$ cat src/rtl/udp_rx_pkg.sv
`default_nettype none

package udp_rx_pkg;

  // ------------------------------------------------------------------
  // widths
  localparam int BYTE_W = 8;
  localparam int MAC_W  = 48;
  localparam int IP_W   = 32;
  localparam int PORT_W = 16;

  // ------------------------------------------------------------------
  // protocol constants
  localparam logic [BYTE_W-1:0] PREAMBLE_BYTE = 8'h55;
  localparam logic [BYTE_W-1:0] SFD_BYTE      = 8'hD5;
  localparam int                PREAMBLE_MIN  = 6;     // 0x55 bytes needed before sfd

  localparam logic [15:0]      ETH_TYPE_IPV4 = 16'h0800;
  localparam logic [MAC_W-1:0] BROADCAST_MAC = '1;
  localparam logic [3:0]       IP_VERSION    = 4'd4;
  localparam logic [3:0]       IP_IHL        = 4'd5;   // no options
  localparam logic [7:0]       IP_PROTO_UDP  = 8'd17;

  // ------------------------------------------------------------------
  // byte offsets, counted from the first byte after the sfd
  localparam int ETH_HDR_BYTES = 14;
  localparam int IP_HDR_BYTES  = 20;
  localparam int UDP_HDR_BYTES = 8;
  localparam int MAC_SRC_OFS   = 6;
  localparam int ETH_TYPE_OFS  = 12;
  localparam int IP_OFS        = ETH_HDR_BYTES;
  localparam int UDP_OFS       = IP_OFS + IP_HDR_BYTES;
  localparam int PAYLOAD_OFS   = UDP_OFS + UDP_HDR_BYTES;  // 42

  // crc-32 kept msb first, each byte fed lsb first
  localparam logic [31:0] CRC_POLY    = 32'h04C1_1DB7;
  localparam logic [31:0] CRC_RESIDUE = 32'hC704_DD7B;

  // ipv4 header, read as named fields or as ten checksum words
  typedef union packed {
    struct packed {
      logic [3:0]      version;
      logic [3:0]      ihl;
      logic [7:0]      tos;
      logic [15:0]     total_len;
      logic [15:0]     id;
      logic [15:0]     flags_frag;
      logic [7:0]      ttl;
      logic [7:0]      protocol;
      logic [15:0]     checksum;
      logic [IP_W-1:0] src_ip;
      logic [IP_W-1:0] dst_ip;
    } fields;
    logic [9:0][15:0] words;   // words[9] is the first on the wire
  } ip_hdr_u;

endpackage

`default_nettype wire
$ cat src/rtl/rx_parse_if.sv
`timescale 1ns/1ps
`default_nettype none

interface rx_parse_if;

  logic                          payload_sel;  // current byte is payload to forward
  logic                          accepted;     // held until next sof
  logic [udp_rx_pkg::MAC_W-1:0]  src_mac;
  logic [udp_rx_pkg::IP_W-1:0]   src_ip;
  logic [udp_rx_pkg::PORT_W-1:0] src_port;
  logic [udp_rx_pkg::PORT_W-1:0] payload_len;

  modport src (output payload_sel, accepted, src_mac, src_ip, src_port, payload_len);
  modport dst (input payload_sel, accepted, src_mac, src_ip, src_port, payload_len);

endinterface

`default_nettype wire

$ cat src/rtl/rx_byte_if.sv
`timescale 1ns/1ps
`default_nettype none

// aligned frame bytes, one per cycle, no back-pressure
interface rx_byte_if;

  logic [udp_rx_pkg::BYTE_W-1:0] data;   // preamble and sfd already stripped
  logic                          valid;
  logic                          sof;    // first byte after the sfd
  logic                          last;   // last fcs byte

  modport src (output data, valid, sof, last);
  modport dst (input data, valid, sof, last);

endinterface

`default_nettype wire

$ cat src/rtl/udp_rx_top.sv
`timescale 1ns/1ps
`default_nettype none

module udp_rx_top (
  input  wire                           gmii_rx_clk,
  input  wire                           rst_n,
  input  wire                           gmii_rxdv_i,
  input  wire  [udp_rx_pkg::BYTE_W-1:0] gmii_rxd_i,
  input  wire  [udp_rx_pkg::MAC_W-1:0]  local_mac_i,
  input  wire  [udp_rx_pkg::IP_W-1:0]   local_ip_i,
  input  wire  [udp_rx_pkg::PORT_W-1:0] local_port_i,
  output logic [udp_rx_pkg::BYTE_W-1:0] payload_data_o,
  output logic                          payload_valid_o,
  output logic                          pkt_done_o,
  output logic                          pkt_error_o,
  output logic [udp_rx_pkg::MAC_W-1:0]  src_mac_o,
  output logic [udp_rx_pkg::IP_W-1:0]   src_ip_o,
  output logic [udp_rx_pkg::PORT_W-1:0] src_port_o,
  output logic [udp_rx_pkg::PORT_W-1:0] payload_len_o
);

  rx_byte_if  rx_byte ();   // aligner -> parser, output stage
  rx_parse_if rx_parse ();  // parser -> output stage

  gmii_rx_align u_align (
    .gmii_rx_clk (gmii_rx_clk),
    .rst_n       (rst_n),
    .gmii_rxdv_i (gmii_rxdv_i),
    .gmii_rxd_i  (gmii_rxd_i),
    .byte_o      (rx_byte)
  );

  udp_hdr_parser u_parser (
    .gmii_rx_clk  (gmii_rx_clk),
    .rst_n        (rst_n),
    .local_mac_i  (local_mac_i),
    .local_ip_i   (local_ip_i),
    .local_port_i (local_port_i),
    .byte_i       (rx_byte),
    .parse_o      (rx_parse)
  );

  udp_rx_output u_output (
    .gmii_rx_clk     (gmii_rx_clk),
    .rst_n           (rst_n),
    .byte_i          (rx_byte),
    .parse_i         (rx_parse),
    .payload_data_o  (payload_data_o),
    .payload_valid_o (payload_valid_o),
    .pkt_done_o      (pkt_done_o),
    .pkt_error_o     (pkt_error_o),
    .src_mac_o       (src_mac_o),
    .src_ip_o        (src_ip_o),
    .src_port_o      (src_port_o),
    .payload_len_o   (payload_len_o)
  );

endmodule

`default_nettype wire

$ cat src/rtl/udp_rx_output.sv
`timescale 1ns/1ps
`default_nettype none

module udp_rx_output (
  input  wire                           gmii_rx_clk,
  input  wire                           rst_n,
  rx_byte_if.dst                        byte_i,
  rx_parse_if.dst                       parse_i,
  output logic [udp_rx_pkg::BYTE_W-1:0] payload_data_o,
  output logic                          payload_valid_o,
  output logic                          pkt_done_o,
  output logic                          pkt_error_o,
  output logic [udp_rx_pkg::MAC_W-1:0]  src_mac_o,
  output logic [udp_rx_pkg::IP_W-1:0]   src_ip_o,
  output logic [udp_rx_pkg::PORT_W-1:0] src_port_o,
  output logic [udp_rx_pkg::PORT_W-1:0] payload_len_o
);

  logic [31:0] crc_q;
  logic [31:0] crc_next;
  logic        acc_q;
  logic        frame_end;   // last byte of an accepted frame

  // ------------------------------------------------------------------
  // crc-32 over sof..last, fcs included
  always_comb begin
    crc_next = byte_i.sof ? '1 : crc_q;
    for (int i = 0; i < udp_rx_pkg::BYTE_W; i++) begin
      if (crc_next[31] ^ byte_i.data[i]) begin
        crc_next = {crc_next[30:0], 1'b0} ^ udp_rx_pkg::CRC_POLY;
      end else begin
        crc_next = {crc_next[30:0], 1'b0};
      end
    end
  end

  assign frame_end = byte_i.valid & byte_i.last & parse_i.accepted;

  always_ff @(posedge gmii_rx_clk or negedge rst_n) begin
    if (!rst_n) begin
      crc_q           <= '1;
      payload_valid_o <= 1'b0;
      payload_data_o  <= '0;
      pkt_done_o      <= 1'b0;
      pkt_error_o     <= 1'b0;
    end else begin
      if (byte_i.valid) begin
        crc_q <= crc_next;
      end
      payload_valid_o <= parse_i.payload_sel;   // already qualified by valid
      if (parse_i.payload_sel) begin
        payload_data_o <= byte_i.data;
      end
      pkt_done_o  <= frame_end;
      pkt_error_o <= frame_end & (crc_next != udp_rx_pkg::CRC_RESIDUE);
    end
  end

  // source fields latched when a frame gets accepted
  always_ff @(posedge gmii_rx_clk or negedge rst_n) begin
    if (!rst_n) begin
      acc_q         <= 1'b0;
      src_mac_o     <= '0;
      src_ip_o      <= '0;
      src_port_o    <= '0;
      payload_len_o <= '0;
    end else begin
      acc_q <= parse_i.accepted;
      if (parse_i.accepted && !acc_q) begin
        src_mac_o     <= parse_i.src_mac;
        src_ip_o      <= parse_i.src_ip;
        src_port_o    <= parse_i.src_port;
        payload_len_o <= parse_i.payload_len;
      end
    end
  end

endmodule

`default_nettype wire

$ cat src/rtl/udp_hdr_parser.sv
`timescale 1ns/1ps
`default_nettype none

module udp_hdr_parser (
  input  wire                          gmii_rx_clk,
  input  wire                          rst_n,
  input  wire [udp_rx_pkg::MAC_W-1:0]  local_mac_i,
  input  wire [udp_rx_pkg::IP_W-1:0]   local_ip_i,
  input  wire [udp_rx_pkg::PORT_W-1:0] local_port_i,
  rx_byte_if.dst                       byte_i,
  rx_parse_if.src                      parse_o
);

  logic [15:0]                   ofs_q;
  logic [15:0]                   ofs;      // offset of the current byte
  logic [4:0]                    ip_idx;   // byte index inside the ip header
  logic [udp_rx_pkg::MAC_W-1:0]  dst_mac;
  logic [udp_rx_pkg::MAC_W-1:0]  src_mac;
  logic [15:0]                   eth_type;
  udp_rx_pkg::ip_hdr_u           ip_hdr;
  logic [udp_rx_pkg::PORT_W-1:0] src_port;
  logic [udp_rx_pkg::PORT_W-1:0] dst_port;
  logic [udp_rx_pkg::PORT_W-1:0] payload_len;
  logic                          accepted;
  logic [19:0]                   csum_acc;
  logic [16:0]                   csum_fold;
  logic [15:0]                   csum;
  logic                          hdr_ok;

  // ------------------------------------------------------------------
  // byte offset counter
  assign ofs    = byte_i.sof ? '0 : ofs_q;
  assign ip_idx = 5'(ofs - 16'(udp_rx_pkg::IP_OFS));

  always_ff @(posedge gmii_rx_clk or negedge rst_n) begin
    if (!rst_n) begin
      ofs_q <= '0;
    end else if (byte_i.valid && ofs != '1) begin
      ofs_q <= ofs + 16'd1;
    end
  end

  // ------------------------------------------------------------------
  // header capture, fields shift in msb first
  always_ff @(posedge gmii_rx_clk) begin
    if (byte_i.valid) begin
      if (ofs < 16'(udp_rx_pkg::MAC_SRC_OFS)) begin
        dst_mac <= {dst_mac[udp_rx_pkg::MAC_W-udp_rx_pkg::BYTE_W-1:0], byte_i.data};
      end else if (ofs < 16'(udp_rx_pkg::ETH_TYPE_OFS)) begin
        src_mac <= {src_mac[udp_rx_pkg::MAC_W-udp_rx_pkg::BYTE_W-1:0], byte_i.data};
      end else if (ofs < 16'(udp_rx_pkg::IP_OFS)) begin
        eth_type <= {eth_type[7:0], byte_i.data};
      end else if (ofs < 16'(udp_rx_pkg::UDP_OFS)) begin
        if (ip_idx[0]) begin
          ip_hdr.words[4'd9 - ip_idx[4:1]][7:0] <= byte_i.data;   // low byte
        end else begin
          ip_hdr.words[4'd9 - ip_idx[4:1]][15:8] <= byte_i.data;
        end
      end else if (ofs < 16'(udp_rx_pkg::UDP_OFS + 2)) begin
        src_port <= {src_port[7:0], byte_i.data};
      end else if (ofs < 16'(udp_rx_pkg::UDP_OFS + 4)) begin
        dst_port <= {dst_port[7:0], byte_i.data};
      end
    end
  end

  // one's complement sum over the whole header, all ones when intact
  always_comb begin
    csum_acc = '0;
    for (int i = 0; i < 10; i++) begin
      csum_acc = csum_acc + 20'(ip_hdr.words[i]);
    end
    csum_fold = 17'(csum_acc[15:0]) + 17'(csum_acc[19:16]);
    csum      = csum_fold[15:0] + 16'(csum_fold[16]);
  end

  assign hdr_ok = (dst_mac == local_mac_i || dst_mac == udp_rx_pkg::BROADCAST_MAC) &&
                  eth_type == udp_rx_pkg::ETH_TYPE_IPV4 &&
                  ip_hdr.fields.version == udp_rx_pkg::IP_VERSION &&
                  ip_hdr.fields.ihl == udp_rx_pkg::IP_IHL &&
                  ip_hdr.fields.protocol == udp_rx_pkg::IP_PROTO_UDP &&
                  ip_hdr.fields.dst_ip == local_ip_i &&
                  csum == 16'hFFFF &&
                  dst_port == local_port_i;

  // ------------------------------------------------------------------
  // verdict, decided on the last udp header byte
  always_ff @(posedge gmii_rx_clk or negedge rst_n) begin
    if (!rst_n) begin
      accepted <= 1'b0;
    end else if (byte_i.valid) begin
      if (byte_i.sof) begin
        accepted <= 1'b0;
      end else if (ofs == 16'(udp_rx_pkg::PAYLOAD_OFS - 1)) begin
        accepted <= hdr_ok;
      end
    end
  end

  always_ff @(posedge gmii_rx_clk) begin
    if (byte_i.valid && ofs == 16'(udp_rx_pkg::PAYLOAD_OFS - 1)) begin
      payload_len <= ip_hdr.fields.total_len -
                     16'(udp_rx_pkg::IP_HDR_BYTES + udp_rx_pkg::UDP_HDR_BYTES);
    end
  end

  // padding and fcs fall outside this window
  assign parse_o.payload_sel = byte_i.valid && accepted &&
                               ofs >= 16'(udp_rx_pkg::PAYLOAD_OFS) &&
                               {1'b0, ofs} < {1'b0, payload_len} +
                                             17'(udp_rx_pkg::PAYLOAD_OFS);
  assign parse_o.accepted    = accepted;
  assign parse_o.src_mac     = src_mac;
  assign parse_o.src_ip      = ip_hdr.fields.src_ip;
  assign parse_o.src_port    = src_port;
  assign parse_o.payload_len = payload_len;

endmodule

`default_nettype wire

$ cat src/rtl/gmii_rx_align.sv
`timescale 1ns/1ps
`default_nettype none

module gmii_rx_align (
  input  wire                          gmii_rx_clk,
  input  wire                          rst_n,
  input  wire                          gmii_rxdv_i,
  input  wire [udp_rx_pkg::BYTE_W-1:0] gmii_rxd_i,
  rx_byte_if.src                       byte_o
);

  logic                          rxdv_q;    // first stage, one byte ahead
  logic                          rxdv_d;
  logic [udp_rx_pkg::BYTE_W-1:0] rxd_q;
  logic [udp_rx_pkg::BYTE_W-1:0] rxd_d;
  logic [3:0]                    pre_cnt;   // saturates at PREAMBLE_MIN
  logic                          in_frame;
  logic                          drop;      // bad burst, wait for dv low
  logic                          first;

  // ------------------------------------------------------------------
  // input registers
  always_ff @(posedge gmii_rx_clk or negedge rst_n) begin
    if (!rst_n) begin
      rxdv_q <= 1'b0;
      rxdv_d <= 1'b0;
    end else begin
      rxdv_q <= gmii_rxdv_i;
      rxdv_d <= rxdv_q;
    end
  end

  always_ff @(posedge gmii_rx_clk) begin
    rxd_q <= gmii_rxd_i;
    rxd_d <= rxd_q;
  end

  // ------------------------------------------------------------------
  // preamble and sfd search, runs on the second stage
  always_ff @(posedge gmii_rx_clk or negedge rst_n) begin
    if (!rst_n) begin
      pre_cnt  <= '0;
      in_frame <= 1'b0;
      drop     <= 1'b0;
      first    <= 1'b0;
    end else if (!rxdv_d) begin   // gap between bursts
      pre_cnt  <= '0;
      in_frame <= 1'b0;
      drop     <= 1'b0;
      first    <= 1'b0;
    end else if (in_frame) begin
      first <= 1'b0;
    end else if (!drop) begin
      if (rxd_d == udp_rx_pkg::PREAMBLE_BYTE) begin
        if (pre_cnt != 4'(udp_rx_pkg::PREAMBLE_MIN)) begin
          pre_cnt <= pre_cnt + 4'd1;
        end
      end else if (rxd_d == udp_rx_pkg::SFD_BYTE &&
                   pre_cnt == 4'(udp_rx_pkg::PREAMBLE_MIN)) begin
        in_frame <= 1'b1;
        first    <= 1'b1;
      end else begin
        drop <= 1'b1;   // short preamble or junk
      end
    end
  end

  // last comes from the byte behind still having dv high
  assign byte_o.data  = rxd_d;
  assign byte_o.valid = in_frame & rxdv_d;
  assign byte_o.sof   = in_frame & rxdv_d & first;
  assign byte_o.last  = in_frame & rxdv_d & ~rxdv_q;

endmodule

`default_nettype wire

$ cat config.mk
export PLATFORM = sky130hd
export DESIGN_NAME = udp_rx_top
export DESIGN_NICKNAME = d
export VERILOG_FILES = /design/src/rtl/udp_rx_pkg.sv /design/src/rtl/rx_parse_if.sv /design/src/rtl/rx_byte_if.sv /design/src/rtl/udp_rx_top.sv /design/src/rtl/udp_rx_output.sv /design/src/rtl/udp_hdr_parser.sv /design/src/rtl/gmii_rx_align.sv
export SDC_FILE = /design/constraint.sdc
export NUM_CORES = 1
export LEC_CHECK = 0
export ABC_AREA = 1
export BUFFER_PORTS_ARGS = -buffer_cell sky130_fd_sc_hd__buf_2
export CAP_MARGIN = 20
export CORE_ASPECT_RATIO = 1.75
export CORE_MARGIN = 2
export CORE_UTILIZATION = 45
export CTS_CLUSTER_DIAMETER = 30
export DETAILED_ROUTE_END_ITERATION = 8
export GPL_TIMING_DRIVEN = 0
export PLACE_DENSITY = 0.76
export RECOVER_POWER = 100
export SETUP_SLACK_MARGIN = 0.05
export SLEW_MARGIN = 0
export SYNTH_ARGS = -nofsm -noshare
export SYNTH_HDL_FRONTEND = slang
export SYNTH_HIERARCHICAL = 1
export SYNTH_SLANG_ARGS = --single-unit
$ cat constraint.sdc
create_clock -name gmii_rx_clk -period 6.9 [get_ports gmii_rx_clk]
set_input_delay 1.38 -clock gmii_rx_clk [delete_from_list [all_inputs] [get_ports gmii_rx_clk]]
set_output_delay 1.38 -clock gmii_rx_clk [all_outputs]
set_load 0.01 [all_outputs]
==> parameters.txt <==
Parameter                              Value

Run status
  Status ... finished with violations
  Violations in the final reports ... max-capacitance violations, max-slew violations, negative setup slack

Clocking
  CTS sink count ... approximately 520
  Clock tree from TritonCTS ... built
  Worst-Skew Late Latency ... between 0.6 and 0.7 ns
  Clock root buffer master ... clkbuf_16
  Buffer depth of the longest clock path ... 3
  Inserted Clock Buffers ... between 70 and 80
  Hold bufs inserted after CTS ... 0
  H-tree depth ... 3
  Clock-pin slew on the worst setup and hold paths ... 0.06 ns

Floorplan
  Initial cell density of the core ... between 40% and 50%
  Number of I/O pins ... between 200 and 250
  Width of the chip ... 194 µm
  Area of the die ... roughly 65000 µm²
  Y dimension of the die ... 336 µm
  # rows ... about 120
  Placeable core region ... about 62000 µm²

Critical path
  Delay of the slowest cell on the worst path ... between 0.5 and 0.6 ns
  Critical Path End Type ... flop
  Critical Path AT ... around 8.6 ns
  CP Max Fanout ... 5
  CP Class ... flop to flop
  Kind of start point of the critical path ... flop
  Slowest CP cell ... fa_1
  Required time reported for the critical path endpoint ... between 7 and 8 ns

Detailed routing
  Post-detailed-route DRC marker count ... 0
  Detailed Route Iter0 Violations ... 1713
  Routed WL per cell ... approximately 21 µm
  DR vias ... between 20000 and 25000
  Length of routed wiring on met1 ... around 28 mm
  Met2 wirelength from detailed routing ... 41.3 mm
  Number of detailed-route iterations in the first pass ... 6
  Routed length on met3 ... around 6.2 mm
  DR vias/cell ... roughly 5.3
  Routed WL ... about 83 mm
  Post-route ant nets ... 0
  Top Metal Used ... met5

Place
  Dpl hpwl ... a little over 60 mm
  # port buffers ... 229
  Final RePlAce weighted congestion ... ~0.94
  Post-place instance area ... between 30000 and 40000 µm²

STA
  Relative slew slack ... -150%
  Number of pins with negative max-slew slack in the final report ... ~220
  Final setup violation count ... 1
  Worst Max-Slew Pin Slew ... roughly 3.7 ns
  Min Hold Slack ... 0.292 ns
  Post-route worst setup slack ... -1.15 ns
  Setup TNS ... -1.15 ns
  Final number of hold-violating endpoints ... 0
  Unrepaired setup endpoints after global routing ... yes
  Top achievable clock speed ... approximately 120 MHz
  Maximum clock skew at final layout ... around 0.063 ns
  Final Cycle Share ... 117%
  Final min period ... between 8 and 9 ns

Power
  Leakage power of the design ... 14.4 nW
  PD cells ... ~220 nW/µm²
  Worst ir drop on vdd ... roughly 0.19 mV

Logic synthesis
  Warnings, synthesis ... 6
  Count of state elements after synthesis ... 518
  Net count of the mapped netlist ... about 3100
  Number of library cell types mapped by synthesis ... 54
  Share of the yosys chip area belonging to registers ... a little over 50%
  Syn Inst Count ... around 2800
  Area of the mapped netlist ... around 28000 µm²
  Mean post-synth cell area ... between 10 and 15 µm²

Layout
  Post-route design area ... 33700 µm²
  Most frequent cells in the layout ... nand2_1 (587), inv_1 (358), edfxtp_1 (320)
  Most common library cell in the layout ignoring fill and taps ... nand2_1
  Layout cell share with drive strength beyond 1 ... between 10% and 20%
  Nets ... between 3000 and 4000
  Layout-stage area growth over the synthesis result ... 19.2%

GRT
  Number of global-route vias before repair ... between 20000 and 25000
  Total congestion overflow ... 0
  Largest net degree at the start of global routing ... 118
  Antenna violations before repair ... 12
  Global-route wire length before repair ... between 100 and 150 mm
  Total global-route track usage ... between 20% and 30%

Flow run
  Number of max-cap violations ... 5

Worst hold path
  Worst min-delay path category ... flop to flop
through the flow:
step                      total power, W  worst slack, ns  utilization [%]  cells
after floorplan                  0.00347          -0.0128                -   2785
after global placement           0.00359            -2.24             49.2   3813
after detailed placement         0.00360            -2.28             49.5   3825
after CTS                        0.00744            -1.18             54.5   4000
after global routing             0.00759            -1.53             54.2   4026
final                            0.00738            -1.15             54.2   4026
worst max-delay path: cells and delay by family (launching register included):
family | cells | cell delay [ns]
flops | 1 | 0.52
buf+inv | 6 | 0.35
compound gates | 4 | 0.74
simple gates | 26 | 2.79
fa+ha+maj | 9 | 3.53
where the power goes:
group,internal [W],switching [W],total [W]
Sequential,0.00328,0.0000151,0.00329
Clock,0.00228,0.00156,0.00384
Combinational,0.0000740,0.000171,0.000245
Total,0.00563,0.00175,0.00738
synth_stat cells, drive strengths merged:
cell type | n | share of area, %
o21ai | 57 | 1.0
xor2 | 51 | 1.6
clkinv | 1 | 0.013
buf | 55 | 1.5
dfrtp | 150 | 13
nand3b | 9 | 0.24
dfxtp | 16 | 1.1
o21bai | 3 | 0.080
a41oi | 1 | 0.031
dfstp | 32 | 3.0
nor4 | 7 | 0.21
edfxtp | 320 | 34
nor2 | 257 | 3.8
a211oi | 2 | 0.071
inv | 391 | 5.2
o311ai | 1 | 0.057
or2 | 7 | 0.15
nor3 | 172 | 3.2
or4 | 1 | 0.027
nand3 | 134 | 2.4
mux2 | 112 | 4.5
o31ai | 2 | 0.053
clkbuf | 55 | 0.73
nand2 | 618 | 8.5
xnor2 | 63 | 1.9
fa | 126 | 8.9
nand4 | 27 | 0.62
o22ai | 1 | 0.022
and2 | 1 | 0.022
a31oi | 13 | 0.34
o211ai | 2 | 0.053
ha | 61 | 2.7
nor4b | 1 | 0.031
a21oi | 35 | 0.69
a21o | 1 | 0.027
repair_timing:
| action | in CTS | in global routing |
|---|---|---|
| endpoints found under the hold margin | 0 | 0 |
| setup endpoints to repair | 1 | 1 |
| resized for setup | 56 | 64 |
| pin swaps | 47 | 73 |
| setup buffers | 37 | 20 |
final timing paths:
check / depth (start not counted) / from / endpoint / slack (ns)
setup / recovery: 45 / u_parser/ip_hdr[142]$_DFFE_PP_ / u_parser/parse_o.accepted$_DFFE_PN0P_ / -1.15
hold / removal: 0 / u_align/rxd_q[7]$_DFF_P_ / u_align/byte_o.data[7]$_DFF_P_ / 0.29
setup reg to reg: 45 / u_parser/ip_hdr[142]$_DFFE_PP_ / u_parser/parse_o.accepted$_DFFE_PN0P_ / -1.15
hold reg to reg: 0 / u_align/rxd_q[7]$_DFF_P_ / u_align/byte_o.data[7]$_DFF_P_ / 0.29
max in group asynchronous: 2 / rst_n / u_output/payload_len_o[3]$_DFFE_PN0P_ / 1.52
min in group asynchronous: 1 / rst_n / u_output/payload_data_o[6]$_DFFE_PN0P_ / 2.03
logic make-up (layout without fill, tap and decap cells):
group                    after synthesis  after routing  share of synthesized area [%]
multiplexers                         112            112                           4.46
flip-flops                           518            518                           51.3
adder cells (fa/ha/maj)              187            187                           11.6
XOR/XNOR                             114            114                           3.53
AO/OA/AOI/OAI                        118            118                           2.44
other                                  0              5                              0
buffers and inverters                502            939                           7.44
AND/OR/NAND/NOR                     1234           1234                           19.2
routing by layer:
layer / track usage, % / vias to the layer above
li1: - / 9757
met1: 26.2 / 10100
met2: 43.9 / 988
met3: 5.21 / 346
met4: 21.1 / 10
met5: 0 / -
registers in the layout, summed over array words and instances, names as in the netlist, 32 cells and up:
| register | cells |
|---|---|
| u_parser/ip_hdr | 160 |
| u_output/crc_q | 32 |
| u_parser/dst_mac | 48 |
| u_output/src_mac_o | 48 |
| u_output/src_ip_o | 32 |
| u_parser/parse_o.src_mac | 48 |
cell type report:
class,count,area [µm²]
flip-flops and latches,518,14500
multi-input cells,1765,12100
repair buffers,299,1480
fillers,5252,28500
clock inverters,55,657
clock buffers,83,1930
plain buffers,110,547
diodes,5,12.5
inverters,392,1470
well taps,799,1000
(Power assumes the default switching activity.)
